==> src/design/rdp_consts.svh <==
/* sizes shared by the tile read pipeline
   slot count and FIFO depths are assumed to be at least 2 */
`ifndef RDP_CONSTS_SVH
`define RDP_CONSTS_SVH

// DRAM word address and data word widths
`define RDP_ADDR_BW    16
`define RDP_DATA_BW    16
// words per DRAM beat, also per output row
`define RDP_VSIZE      4
// tile shape and buffering
`define RDP_ROWS       4
`define RDP_NSLOT      2
`define RDP_COORD_BW   8
`define RDP_CMDQ_DEPTH 4
// derived index widths
`define RDP_ROW_BW     ($clog2(`RDP_ROWS))
`define RDP_SLOT_BW    ($clog2(`RDP_NSLOT))
`define RDP_CMDQ_BW    ($clog2(`RDP_CMDQ_DEPTH))

`endif

==> src/design/rdp_pkg.sv <==
/* types shared by the read pipeline RTL and its testbench
   sizes come from rdp_consts.svh */
`include "rdp_consts.svh"

package rdp_pkg;

	// one DRAM beat or one output row
	typedef logic [`RDP_VSIZE-1:0][`RDP_DATA_BW-1:0] vec_t;

	typedef logic [`RDP_SLOT_BW-1:0] slot_t;

	typedef struct packed {
		logic [`RDP_ADDR_BW-1:0]  base;
		logic [`RDP_ADDR_BW-1:0]  stride;
		logic [`RDP_COORD_BW-1:0] height;
		logic [`RDP_DATA_BW-1:0]  pad;
	} cfg_t;

	typedef enum logic [1:0] {CFG_BASE, CFG_STRIDE, CFG_HEIGHT, CFG_PAD} cfg_reg_e;

	// top-left corner of a tile
	typedef struct packed {
		logic [`RDP_COORD_BW-1:0] row;
		logic [`RDP_COORD_BW-1:0] col;
	} blk_req_t;

	typedef enum logic {ROW_READ, ROW_PAD} row_kind_e;

	typedef struct packed {
		row_kind_e               kind;
		slot_t                   slot;
		logic [`RDP_ROW_BW-1:0]  row;
		logic                    last;
	} wr_cmd_t;

	typedef struct packed {
		vec_t data;
		logic last;
	} out_beat_t;

endpackage

==> src/design/rdp_cfg_regs.sv <==
/* configuration registers, zero after reset
   change only while the pipeline is idle; nothing checks this */
`include "rdp_consts.svh"

module rdp_cfg_regs (
	input  logic                    i_clk,
	input  logic                    i_rst,
	input  logic                    i_cfg_we,
	input  rdp_pkg::cfg_reg_e       i_cfg_idx,
	input  logic [`RDP_DATA_BW-1:0] i_cfg_wdata,
	output rdp_pkg::cfg_t           o_cfg
);

// ============================================================
// register file
// ============================================================
// each field keeps only the low bits it has room for
always_ff @(posedge i_clk or negedge i_rst) begin
	if (!i_rst) begin
		o_cfg <= '0;
	end else if (i_cfg_we) begin
		unique case (i_cfg_idx)
			rdp_pkg::CFG_BASE: begin
				o_cfg.base <= i_cfg_wdata[`RDP_ADDR_BW-1:0];
			end
			rdp_pkg::CFG_STRIDE: begin
				o_cfg.stride <= i_cfg_wdata[`RDP_ADDR_BW-1:0];
			end
			rdp_pkg::CFG_HEIGHT: begin
				o_cfg.height <= i_cfg_wdata[`RDP_COORD_BW-1:0];
			end
			rdp_pkg::CFG_PAD: begin
				o_cfg.pad <= i_cfg_wdata[`RDP_DATA_BW-1:0];
			end
		endcase
	end
end

endmodule

==> src/design/rdp_slot_alloc.sv <==
/* hands out tile buffer slots in round-robin order
   relies on slots being retired in the order they were granted */
`include "rdp_consts.svh"

module rdp_slot_alloc (
	input  logic           i_clk,
	input  logic           i_rst,
	input  logic           i_blk_valid,
	output logic           o_grant_valid,
	output rdp_pkg::slot_t o_grant_slot,
	input  logic           i_grant_ready,
	input  logic           i_retire,
	input  rdp_pkg::slot_t i_retire_slot,
	output logic           o_has_free
);

logic [`RDP_NSLOT-1:0] busy;
rdp_pkg::slot_t        ptr;
logic                  grant_fire;

assign grant_fire   = o_grant_valid & i_grant_ready;
// the pointer only moves on a grant, so it names the granted slot
assign o_grant_slot = ptr;
assign o_has_free   = ~busy[ptr];

// busy bit per slot
always_ff @(posedge i_clk or negedge i_rst) begin
	if (!i_rst) begin
		busy <= '0;
	end else begin
		for (int i = 0; i < `RDP_NSLOT; i++) begin
			if (grant_fire && ptr == rdp_pkg::slot_t'(i)) begin
				busy[i] <= 1'b1;
			end else if (i_retire && i_retire_slot == rdp_pkg::slot_t'(i)) begin
				busy[i] <= 1'b0;
			end
		end
	end
end

// grant one cycle after a block waits and the next slot is free
always_ff @(posedge i_clk or negedge i_rst) begin
	if (!i_rst) begin
		ptr           <= '0;
		o_grant_valid <= 1'b0;
	end else if (grant_fire) begin
		o_grant_valid <= 1'b0;
		if (ptr == rdp_pkg::slot_t'(`RDP_NSLOT - 1)) begin
			ptr <= '0;
		end else begin
			ptr <= ptr + 1'b1;
		end
	end else if (!o_grant_valid && i_blk_valid && !busy[ptr]) begin
		o_grant_valid <= 1'b1;
	end
end

endmodule

==> src/design/rdp_chunk_addr.sv <==
/* walks the rows of one granted block, one row per cycle at best
   rows at or past the image height become pad rows with no DRAM read */
`include "rdp_consts.svh"

module rdp_chunk_addr (
	input  logic                    i_clk,
	input  logic                    i_rst,
	input  rdp_pkg::cfg_t           i_cfg,
	input  logic                    i_blk_valid,
	input  rdp_pkg::blk_req_t       i_blk,
	output logic                    o_blk_ready,
	input  logic                    i_grant_valid,
	input  rdp_pkg::slot_t          i_grant_slot,
	output logic                    o_grant_ready,
	output logic                    o_cmd_valid,
	output rdp_pkg::wr_cmd_t        o_cmd,
	input  logic                    i_cmd_ready,
	output logic                    o_dram_valid,
	output logic [`RDP_ADDR_BW-1:0] o_dram_addr,
	input  logic                    i_dram_ready
);

typedef enum logic {WK_IDLE, WK_RUN} walk_state_e;

walk_state_e              state;
rdp_pkg::blk_req_t        blk_q;
rdp_pkg::slot_t           slot_q;
logic [`RDP_ROW_BW-1:0]   row_q;
logic                     cmd_taken;
logic                     addr_taken;
logic                     blk_fire;
logic                     running;
logic                     is_read;
logic                     is_last;
logic                     cmd_done;
logic                     addr_done;
logic                     row_adv;
logic [`RDP_COORD_BW:0]   img_row;
logic [`RDP_ADDR_BW-1:0]  img_row_addr;
logic [`RDP_ADDR_BW-1:0]  col_addr;

// block and grant are taken together
assign o_blk_ready   = (state == WK_IDLE) & i_grant_valid;
assign o_grant_ready = (state == WK_IDLE) & i_blk_valid;
assign blk_fire      = o_blk_ready & i_blk_valid;
assign running       = (state == WK_RUN);

// ============================================================
// row classification and address
// ============================================================
// one extra bit so rows near the bottom coordinate do not wrap
assign img_row = {1'b0, blk_q.row} + {{(`RDP_COORD_BW + 1 - `RDP_ROW_BW){1'b0}}, row_q};
assign is_read = img_row < {1'b0, i_cfg.height};
assign is_last = (row_q == `RDP_ROWS - 1);

assign img_row_addr = {{(`RDP_ADDR_BW - `RDP_COORD_BW - 1){1'b0}}, img_row};
assign col_addr     = {{(`RDP_ADDR_BW - `RDP_COORD_BW){1'b0}}, blk_q.col};
assign o_dram_addr  = i_cfg.base + img_row_addr * i_cfg.stride + col_addr;

assign o_cmd.kind = is_read ? rdp_pkg::ROW_READ : rdp_pkg::ROW_PAD;
assign o_cmd.slot = slot_q;
assign o_cmd.row  = row_q;
assign o_cmd.last = is_last;

// ============================================================
// fork to collector and DRAM
// ============================================================
// taken bits keep either side from seeing the same row twice
assign o_cmd_valid  = running & ~cmd_taken;
assign o_dram_valid = running & is_read & ~addr_taken;
assign cmd_done     = cmd_taken | (o_cmd_valid & i_cmd_ready);
assign addr_done    = ~is_read | addr_taken | (o_dram_valid & i_dram_ready);
assign row_adv      = running & cmd_done & addr_done;

always_ff @(posedge i_clk or negedge i_rst) begin
	if (!i_rst) begin
		state      <= WK_IDLE;
		cmd_taken  <= 1'b0;
		addr_taken <= 1'b0;
	end else if (blk_fire) begin
		state      <= WK_RUN;
		cmd_taken  <= 1'b0;
		addr_taken <= 1'b0;
	end else if (row_adv) begin
		cmd_taken  <= 1'b0;
		addr_taken <= 1'b0;
		if (is_last) begin
			state <= WK_IDLE;
		end
	end else if (running) begin
		cmd_taken  <= cmd_done;
		addr_taken <= addr_taken | (o_dram_valid & i_dram_ready);
	end
end

// block, slot and row counter
always_ff @(posedge i_clk) begin
	if (blk_fire) begin
		blk_q  <= i_blk;
		slot_q <= i_grant_slot;
		row_q  <= '0;
	end else if (row_adv) begin
		row_q <= row_q + 1'b1;
	end
end

endmodule

==> src/design/rdp_write_collector.sv <==
/* pairs queued row commands with DRAM beats or the pad value
   DRAM beats must return in the order their addresses were issued */
`include "rdp_consts.svh"

module rdp_write_collector (
	input  logic                   i_clk,
	input  logic                   i_rst,
	input  rdp_pkg::cfg_t          i_cfg,
	input  logic                   i_cmd_valid,
	input  rdp_pkg::wr_cmd_t       i_cmd,
	output logic                   o_cmd_ready,
	input  logic                   i_dram_rvalid,
	input  rdp_pkg::vec_t          i_dram_rdata,
	output logic                   o_dram_rready,
	output logic                   o_wr_en,
	output rdp_pkg::slot_t         o_wr_slot,
	output logic [`RDP_ROW_BW-1:0] o_wr_row,
	output rdp_pkg::vec_t          o_wr_data,
	output logic                   o_done,
	output rdp_pkg::slot_t         o_done_slot
);

rdp_pkg::wr_cmd_t        cmdq [`RDP_CMDQ_DEPTH];
logic [`RDP_CMDQ_BW-1:0] wr_ptr;
logic [`RDP_CMDQ_BW-1:0] rd_ptr;
logic [`RDP_CMDQ_BW:0]   count;
rdp_pkg::wr_cmd_t        head;
logic                    head_valid;
logic                    head_is_pad;
logic                    push;
logic                    pop;
rdp_pkg::vec_t           pad_vec;

function automatic logic [`RDP_CMDQ_BW-1:0] next_ptr(input logic [`RDP_CMDQ_BW-1:0] p);
	if (p == `RDP_CMDQ_DEPTH - 1) begin
		return '0;
	end
	return p + 1'b1;
endfunction

// ============================================================
// command FIFO
// ============================================================
assign o_cmd_ready = (count != `RDP_CMDQ_DEPTH);
assign push        = i_cmd_valid & o_cmd_ready;
assign pop         = o_wr_en;

always_ff @(posedge i_clk) begin
	if (push) begin
		cmdq[wr_ptr] <= i_cmd;
	end
end

always_ff @(posedge i_clk or negedge i_rst) begin
	if (!i_rst) begin
		wr_ptr <= '0;
		rd_ptr <= '0;
		count  <= '0;
	end else begin
		if (push) begin
			wr_ptr <= next_ptr(wr_ptr);
		end
		if (pop) begin
			rd_ptr <= next_ptr(rd_ptr);
		end
		case ({push, pop})
			2'b10: count <= count + 1'b1;
			2'b01: count <= count - 1'b1;
			default: count <= count;
		endcase
	end
end

// ============================================================
// head of queue to tile buffer
// ============================================================
assign head        = cmdq[rd_ptr];
assign head_valid  = (count != 0);
assign head_is_pad = (head.kind == rdp_pkg::ROW_PAD);

always_comb begin
	for (int k = 0; k < `RDP_VSIZE; k++) begin
		pad_vec[k] = i_cfg.pad;
	end
end

// pad rows go out at once, read rows wait for their beat
assign o_dram_rready = head_valid & ~head_is_pad;
assign o_wr_en       = head_valid & (head_is_pad | i_dram_rvalid);
assign o_wr_slot     = head.slot;
assign o_wr_row      = head.row;
assign o_wr_data     = head_is_pad ? pad_vec : i_dram_rdata;

// last row of a tile marks the slot complete
assign o_done      = o_wr_en & head.last;
assign o_done_slot = head.slot;

endmodule

==> src/design/rdp_tile_buffer.sv <==
/* tile storage, streams finished tiles one row per beat in done order
   the first beat of a tile appears two cycles after its done pulse */
`include "rdp_consts.svh"

module rdp_tile_buffer (
	input  logic                   i_clk,
	input  logic                   i_rst,
	input  logic                   i_wr_en,
	input  rdp_pkg::slot_t         i_wr_slot,
	input  logic [`RDP_ROW_BW-1:0] i_wr_row,
	input  rdp_pkg::vec_t          i_wr_data,
	input  logic                   i_done,
	input  rdp_pkg::slot_t         i_done_slot,
	output logic                   o_rd_valid,
	output rdp_pkg::out_beat_t     o_rd,
	input  logic                   i_rd_ready,
	output logic                   o_retire,
	output rdp_pkg::slot_t         o_retire_slot
);

rdp_pkg::vec_t          tile_mem [`RDP_NSLOT][`RDP_ROWS];
rdp_pkg::slot_t         doneq [`RDP_NSLOT];
rdp_pkg::slot_t         dq_wr;
rdp_pkg::slot_t         dq_rd;
logic [`RDP_SLOT_BW:0]  dq_cnt;
rdp_pkg::slot_t         head_slot;
rdp_pkg::slot_t         out_slot;
logic [`RDP_ROW_BW-1:0] rd_row;
logic                   dq_nonempty;
logic                   out_free;
logic                   load;
logic                   load_last;
logic                   dq_pop;

always_ff @(posedge i_clk) begin
	if (i_wr_en) begin
		tile_mem[i_wr_slot][i_wr_row] <= i_wr_data;
	end
end

// ============================================================
// queue of finished slots
// ============================================================
// never overflows, at most one entry per slot
always_ff @(posedge i_clk) begin
	if (i_done) begin
		doneq[dq_wr] <= i_done_slot;
	end
end

always_ff @(posedge i_clk or negedge i_rst) begin
	if (!i_rst) begin
		dq_wr  <= '0;
		dq_rd  <= '0;
		dq_cnt <= '0;
	end else begin
		if (i_done) begin
			dq_wr <= (dq_wr == rdp_pkg::slot_t'(`RDP_NSLOT - 1)) ? '0 : dq_wr + 1'b1;
		end
		if (dq_pop) begin
			dq_rd <= (dq_rd == rdp_pkg::slot_t'(`RDP_NSLOT - 1)) ? '0 : dq_rd + 1'b1;
		end
		case ({i_done, dq_pop})
			2'b10: dq_cnt <= dq_cnt + 1'b1;
			2'b01: dq_cnt <= dq_cnt - 1'b1;
			default: dq_cnt <= dq_cnt;
		endcase
	end
end

// ============================================================
// output stage
// ============================================================
assign head_slot   = doneq[dq_rd];
assign dq_nonempty = (dq_cnt != 0);
assign out_free    = ~o_rd_valid | i_rd_ready;
assign load        = dq_nonempty & out_free;
assign load_last   = (rd_row == `RDP_ROWS - 1);
// slot leaves the queue once its last row is loaded
assign dq_pop      = load & load_last;

always_ff @(posedge i_clk or negedge i_rst) begin
	if (!i_rst) begin
		o_rd_valid <= 1'b0;
		rd_row     <= '0;
	end else begin
		if (out_free) begin
			o_rd_valid <= dq_nonempty;
		end
		if (load) begin
			rd_row <= load_last ? '0 : rd_row + 1'b1;
		end
	end
end

always_ff @(posedge i_clk) begin
	if (load) begin
		o_rd.data <= tile_mem[head_slot][rd_row];
		o_rd.last <= load_last;
		out_slot  <= head_slot;
	end
end

// slot returns to the allocator when its last beat is taken
assign o_retire      = o_rd_valid & i_rd_ready & o_rd.last;
assign o_retire_slot = out_slot;

endmodule

==> src/design/read_pipeline.sv <==
/* tile read pipeline top, tiles come out in block acceptance order
   configuration writes are only safe while the pipeline is idle */
`include "rdp_consts.svh"

module read_pipeline (
	input  logic                    i_clk,
	input  logic                    i_rst,
	input  logic                    i_blk_valid,
	input  rdp_pkg::blk_req_t       i_blk,
	output logic                    o_blk_ready,
	output logic                    o_dram_valid,
	output logic [`RDP_ADDR_BW-1:0] o_dram_addr,
	input  logic                    i_dram_ready,
	input  logic                    i_dram_rvalid,
	input  rdp_pkg::vec_t           i_dram_rdata,
	output logic                    o_dram_rready,
	output logic                    o_rd_valid,
	output rdp_pkg::out_beat_t      o_rd,
	input  logic                    i_rd_ready,
	input  logic                    i_cfg_we,
	input  rdp_pkg::cfg_reg_e       i_cfg_idx,
	input  logic [`RDP_DATA_BW-1:0] i_cfg_wdata
);

rdp_pkg::cfg_t          cfg;
logic                   grant_valid;
logic                   grant_ready;
rdp_pkg::slot_t         grant_slot;
logic                   has_free;
logic                   walk_blk_ready;
logic                   cmd_valid;
logic                   cmd_ready;
rdp_pkg::wr_cmd_t       cmd;
logic                   wr_en;
rdp_pkg::slot_t         wr_slot;
logic [`RDP_ROW_BW-1:0] wr_row;
rdp_pkg::vec_t          wr_data;
logic                   done;
rdp_pkg::slot_t         done_slot;
logic                   retire;
rdp_pkg::slot_t         retire_slot;

// a block needs a free slot and an idle walker
assign o_blk_ready = has_free & walk_blk_ready;

rdp_cfg_regs u_cfg (
	.i_clk(i_clk), .i_rst(i_rst),
	.i_cfg_we(i_cfg_we), .i_cfg_idx(i_cfg_idx), .i_cfg_wdata(i_cfg_wdata),
	.o_cfg(cfg)
);

rdp_slot_alloc u_alloc (
	.i_clk(i_clk), .i_rst(i_rst),
	.i_blk_valid(i_blk_valid),
	.o_grant_valid(grant_valid), .o_grant_slot(grant_slot), .i_grant_ready(grant_ready),
	.i_retire(retire), .i_retire_slot(retire_slot),
	.o_has_free(has_free)
);

rdp_chunk_addr u_walk (
	.i_clk(i_clk), .i_rst(i_rst), .i_cfg(cfg),
	.i_blk_valid(i_blk_valid), .i_blk(i_blk), .o_blk_ready(walk_blk_ready),
	.i_grant_valid(grant_valid), .i_grant_slot(grant_slot), .o_grant_ready(grant_ready),
	.o_cmd_valid(cmd_valid), .o_cmd(cmd), .i_cmd_ready(cmd_ready),
	.o_dram_valid(o_dram_valid), .o_dram_addr(o_dram_addr), .i_dram_ready(i_dram_ready)
);

rdp_write_collector u_collect (
	.i_clk(i_clk), .i_rst(i_rst), .i_cfg(cfg),
	.i_cmd_valid(cmd_valid), .i_cmd(cmd), .o_cmd_ready(cmd_ready),
	.i_dram_rvalid(i_dram_rvalid), .i_dram_rdata(i_dram_rdata),
	.o_dram_rready(o_dram_rready),
	.o_wr_en(wr_en), .o_wr_slot(wr_slot), .o_wr_row(wr_row), .o_wr_data(wr_data),
	.o_done(done), .o_done_slot(done_slot)
);

rdp_tile_buffer u_buf (
	.i_clk(i_clk), .i_rst(i_rst),
	.i_wr_en(wr_en), .i_wr_slot(wr_slot), .i_wr_row(wr_row), .i_wr_data(wr_data),
	.i_done(done), .i_done_slot(done_slot),
	.o_rd_valid(o_rd_valid), .o_rd(o_rd), .i_rd_ready(i_rd_ready),
	.o_retire(retire), .o_retire_slot(retire_slot)
);

endmodule

==> config.mk <==
export PLATFORM = sky130hd
export DESIGN_NAME = read_pipeline
export DESIGN_NICKNAME = d
export VERILOG_FILES = /design/src/design/rdp_pkg.sv /design/src/design/rdp_cfg_regs.sv /design/src/design/rdp_slot_alloc.sv /design/src/design/rdp_chunk_addr.sv /design/src/design/rdp_write_collector.sv /design/src/design/rdp_tile_buffer.sv /design/src/design/read_pipeline.sv
export VERILOG_INCLUDE_DIRS = /design/src /design/src/design
export SDC_FILE = /design/constraint.sdc
export NUM_CORES = 1
export LEC_CHECK = 0
export CORE_MARGIN = 10
export CORE_UTILIZATION = 40
export DETAILED_ROUTE_END_ITERATION = 6
export DONT_BUFFER_PORTS = 1
export HOLD_SLACK_MARGIN = 0.1
export REMOVE_ABC_BUFFERS = 1
export SLEW_MARGIN = 15
export SYNTH_ARGS = -nofsm -noshare
export SYNTH_HDL_FRONTEND = slang
export SYNTH_HIERARCHICAL = 1
export SYNTH_SLANG_ARGS = --single-unit
==> constraint.sdc <==
create_clock -name i_clk -period 8.3 [get_ports i_clk]
set_input_delay 1.245 -clock i_clk [delete_from_list [all_inputs] [get_ports i_clk]]
set_output_delay 1.245 -clock i_clk [all_outputs]
set_load 0.005 [all_outputs]
* Word level (Yosys, flattened, before mapping) *
Memory sizes are Yosys's and may differ from the RTL's.
Index checks and enable logic that the tools add are counted.
W data, S select, Z words.

operators by class
  divide/modulo/power cells = 0
  reductions and logical operators = 25
  mux-type cells = 44
  eq/ne operators = 12
  magnitude comparators = 5
  multipliers = 1
  add/sub/neg operators = 14
  bitwise gates (word level) = 36
  shift operators = 0

operators with widths
  operator               count
  $mux W256              1
  $mux W64               4
  $bmux W64 S2           1
  $demux W64 S2          1
  $mux W1                30
  $and A1 B1 Y1          19
  $add A16 B16 Y16       1
  $add A16 B8 Y16        1
  $eq A2 B2 Y1 const B   8
  $mul A9 B16 Y16        1
  $reduce_bool A2 Y1     8
  $add A2 B1 Y2 const B  5
  $mux W2                5
  $reduce_and A2 Y1      5
  $add A8 B2 Y9          1
  $lt A9 B8 Y1           1
  $not A1 Y1             9
  $logic_and A1 B1 Y1    7
  $eq A2 B1 Y1 const B   3
  $ge A3 B3 Y1 const B   2
  $not A2 Y3             2
  $or A1 B1 Y1           6
  $pmux W3 S2            1
  $reduce_bool A3 Y1     2
  other kinds (10)       13

word-level totals
  bits in latches = 0
  bits in writable memories = 534
  word-level logic and storage cells = 169
  memory bits (read-only) = 0
  flip-flop bits (word level) = 162
  memories = 3

memories
  memory          depth  bits a word  rd ports  clocked after Yosys merged registers in  wr ports  RTL line                   text
  u_buf.tile_mem  2      256          1         0                                        1         rdp_tile_buffer.sv:21      rdp_pkg::vec_t tile_mem [`RDP_NSLOT][`RDP_ROWS];
  u_collect.cmdq  4      5            1         0                                        1         rdp_write_collector.sv:23  rdp_pkg::wr_cmd_t cmdq [`RDP_CMDQ_DEPTH];
  u_buf.doneq     2      1            1         0                                        1         rdp_tile_buffer.sv:22      rdp_pkg::slot_t doneq [`RDP_NSLOT];

* Depth between registers and ports, before layout *
  depth after elaboration = 9
  depth in mapped cells = 25
  mapped depth without buffers = 24

* Cells and area by module *
Netlist, hierarchy kept.

by module, submodules not included
  module               area each (µm²)  cells an instance  times used  sequential area each (µm²)
  rdp_tile_buffer      22,358.9         1,152              1           17,591.9
  rdp_chunk_addr       4,974.8          550                1           625.6
  rdp_cfg_regs         2,107.0          119                1           1,401.3
  rdp_write_collector  1,989.4          167                1           775.7
  rdp_slot_alloc       170.2            14                 1           100.1
  read_pipeline        6.3              1                  1           0.0

* Least setup slack after synthesis *
Ideal clock, no wire load.

  path type = register to output
  start = register u_walk.row_q[0]
  end = output o_dram_addr[15]
  path buffers = 1
  arrival = 5.945 ns
  cell stages (with the launch flop) = 24
  data required time = 7.055 ns
  setup slack = 1.110 ns
  cell sequence = dfxtp_1 ha_1 fa_1 xor2_1 clkbuf_1 nand2_1 fa_1 inv_1 fa_1 inv_1 fa_1 inv_1 fa_1 inv_1 fa_1 inv_1 ha_1 o21a_1 a21oi_1 nor2b_1 and3_1 o22ai_1 o21ai_0 xnor3_1

on the way
  cells in the longest elaborated chain, start to end = 4

RTL lines
  element                 RTL line               text
  from (decl)             rdp_chunk_addr.sv:28   logic [`RDP_ROW_BW-1:0] row_q;
  from (signal assigned)  rdp_chunk_addr.sv:103  row_q <= row_q + 1'b1;
  $add A8 B2 Y9           rdp_chunk_addr.sv:52   assign img_row = {1'b0, blk_q.row} + {{(`RDP_COORD_BW + 1 - `RDP_ROW_BW){1'b0}}, row_q};
  $mul A9 B16 Y16         rdp_chunk_addr.sv:58   assign o_dram_addr = i_cfg.base + img_row_addr * i_cfg.stride + col_addr;
  $add A16 B16 Y16        rdp_chunk_addr.sv:58
  $add A16 B8 Y16         rdp_chunk_addr.sv:58
  to (decl)               read_pipeline.sv:12    output logic [`RDP_ADDR_BW-1:0] o_dram_addr,

Every way passes these cells.

* Worst setup path after layout *
Same ends and word-level chain as after synthesis.

==> key figures <==
Global route
  • Initial antenna violation count: 8
  • Gr usage total: 16.6%
  • Vias in the first global route: 17,700
  • Global-route wire length before repair: 114,000 µm
  • Grt ovf: 0
  • Largest net degree at the start of global routing: 129

Worst setup path
  • Data required, critical path: 7050 ps
  • Worst setup SP type: register
  • CP Max Fanout: 15
  • Worst path bufs/invs: 6
  • CP top delay family: adder cells
  • Max stage delay on crit path: 560 ps
  • Crit. End Element: output port
  • CP Cell Sequence: ha_1 -> fa_1 -> xor2_1 -> buf_6 -> nand2_1 -> fa_1 -> inv_1 -> fa_1 -> inv_1 -> fa_1 -> inv_1 -> fa_1 -> inv_1 -> fa_1 -> inv_1 -> ha_1 -> o21a_1 -> a21oi_1 -> nor2b_1 -> and3_1 -> o22ai_2 -> o21ai_0 -> xnor3_1
  • Crit path DAT: 6720 ps
  • Most frequent CP cell: fa_1
  • Worst reg2reg setup slack: 4590 ps
  • Worst-path cell with the longest stage delay: fa_1
  • Critical path class: reg -> out

Synth
  • Ranking of synthesized cells by area: edfxtp_1 (59%), dfrtp_1 (6.1%), fa_1 (5.6%)
  • Ys async rst share: 11.1%
  • Sequential fraction of the synthesis area: 64.8%
  • FF+latch count, synth: 696
  • Yosys top cell by area: edfxtp_1
  • Syn Area/Cell: 15.8 µm²
  • EDFF count, synth: 617
  • Mapped Area: 31,600 µm²
  • Synth cell types: 72
  • Synth warn: 6
  • Area share of the largest cell type after synthesis: 58.6%
  • Syn Inst Count: 2,003
  • Synth Flop Type: edfxtp_1

Floorplan
  • Core area: 78,600 µm²
  • Standard-cell rows: 103
  • Die area: 90,700 µm²
  • Die Wd: 301 µm
  • Initial core utilization: 40.2%
  • Die H: 301 µm
  • IO Pins: 190

Final layout
  • Final nets: 2,249
  • Area grow syn2layout: 11.2%
  • Layout cells sized above 1: 19.2%

Detailed routing
  • DRT Pass-1 Iters: 5
  • Detailed Route WL: 76,000 µm
  • Wire per inst: 24.4 µm
  • DR vias: 16,900
  • DRC: 0
  • Antenna viol nets, final: 0
  • Via density: 5.43
  • 1st-iter DRT viols: 1,172

Place
  • RePlAce Congestion: 0.856
  • Dpl hpwl: 44,400 µm
  • Setup Slack @ Placement: 977 ps
  • I/O Buffers: 0

Worst hold path
  • Worst Hold Class: in -> async

Job
  • Maxcap violations: 0

CTS
  • CTS root buffer: clkbuf_16
  • Clock buffer depth: 3
  • Clock slew at reported path FFs: 60 ps
  • Clock latency at the later pin of the worst-skew pair: 630 ps
  • CTS tree: built
  • Clock buffer count from CTS: 77
  • CTS H-tree lvls: 3
  • Buffer count from post-CTS setup fixing: 0
  • # clock sinks: 696

STA
  • F_max: 126 MHz
  • Worst relative slew slack: 25.5%
  • Final min period: 7970 ps
  • Actual slew at the worst max-slew pin: 1120 ps
  • Final worst-path cycle share: 96.0%
  • Final Setup Violations: 0
  • TNS Setup: 0 ps
  • Final WS setup: 332 ps
  • Worst Skew: 30.6 ps
  • Slew Viols, Final: 0
  • Final hold vios: 0

Outcome
  • Status: finished, final reports clean
flip-flops by register name, summed over array words and instances (netlist names), 3 cells and up:
| name | cells |
|---|---|
| u_buf/o_rd | 65 |
| u_buf/tile_mem | 512 |
| u_collect/count | 3 |
| u_walk/blk_q | 16 |
| u_cfg/o_cfg | 56 |
| u_collect/cmdq | 20 |
stage by stage:
stage	util, %	cell area, µm²	hold slack [ps]	std cells
2_1_floorplan	-	30800	434	1892
3_3_place_gp	41.2	32400	449	2969
3_5_place_dp	41.2	32400	450	2969
4_1_cts	44.6	35100	272	3112
5_1_grt	44.7	35100	290	3114
6_report	44.7	35100	327	3115
layout make-up:
cell class              count  area, µm²
fillers                  6952      43500
flip-flops and latches    696      20500
multi-input cells        1052       9860
clock buffers              88       1970
well taps                1050       1310
clock inverters            55        679
inverters                 144        543
repair buffers             28        259
diodes                      2       5.00
cell families after synthesis:
family | count (synthesis) | synth area share, %
multiplexers | 200 | 8.24
adder cells (fa/ha/maj) | 145 | 7.83
AND/OR/NAND/NOR | 359 | 5.43
buffers and inverters | 255 | 4.28
AO/OA/AOI/OAI | 309 | 8.19
XOR/XNOR | 39 | 1.18
flip-flops | 696 | 64.8
routing by layer:
layer	global-route usage [%]	routed length [µm]	vias to the layer above
met5	0	84	-
met4	4.67	1530	12
met3	3.92	5130	98
met2	27.4	37200	479
met1	21.6	32100	8781
li1	-	-	7529
synthesized netlist by cell type, drive strengths merged, types with 13 or more instances:
master,n
edfxtp,617
nand2,212
mux2,191
inv,144
o221ai,128
buf,90
fa,88
dfrtp,77
a21o,72
a32oi,64
and2,61
ha,57
nor2,30
xnor2,25
clkbuf,20
xor2,13
timing repair:
action | CTS | global route
gates resized for setup | 0 | 7
hold buffers | 0 | 0
setup endpoints to repair | 0 | 2
final timing paths:
check	cells after the start	start	endpoint
min in group i_clk	1	u_buf/dq_cnt[1]	u_buf/dq_cnt[1]
worst min-delay path	0	i_rst	u_alloc/busy[1]
worst max register to register	4	u_collect/rd_ptr[0]	u_buf/tile_mem[0][80]
max in group asynchronous	0	i_rst	u_cfg/o_cfg[12]
worst min register to register	1	u_buf/dq_cnt[1]	u_buf/dq_cnt[1]
worst max-delay path	23	u_walk/row_q[0]	o_dram_addr[15]
cells in the final DEF, fill, tap and decap left out, types with 5 or more instances in the layout:
| cell | synthesis | final |
|---|---|---|
| a21o_1 | 68 | 68 |
| a21oi_1 | 12 | 12 |
| a32oi_1 | 64 | 64 |
| and2_1 | 46 | 44 |
| and2_2 | 6 | 6 |
| and2_4 | 9 | 11 |
| and3_1 | 7 | 7 |
| buf_4 | 21 | 24 |
| bufinv_16 | 0 | 11 |
| clkbuf_1 | 19 | 11 |
| clkbuf_16 | 0 | 77 |
| clkinv_1 | 0 | 12 |
| clkinv_2 | 0 | 17 |
| dfrtp_1 | 77 | 75 |
| edfxtp_1 | 617 | 617 |
| fa_1 | 88 | 88 |
| ha_1 | 57 | 57 |
| inv_1 | 143 | 143 |
| mux2_1 | 5 | 5 |
| mux2_2 | 114 | 114 |
| mux2_4 | 72 | 72 |
| nand2_1 | 210 | 210 |
| nand2b_1 | 11 | 10 |
| nand3_1 | 6 | 6 |
| nor2_1 | 29 | 23 |
| nor2_4 | 1 | 7 |
| nor2b_1 | 9 | 9 |
| o211ai_1 | 5 | 5 |
| o21ai_0 | 9 | 9 |
| o221ai_1 | 118 | 118 |
| o221ai_2 | 10 | 10 |
| xnor2_1 | 25 | 23 |
| xor2_1 | 12 | 11 |
Power is not shown: default switching activity piles up to over one toggle a cycle in this logic, so the estimate is an artifact.
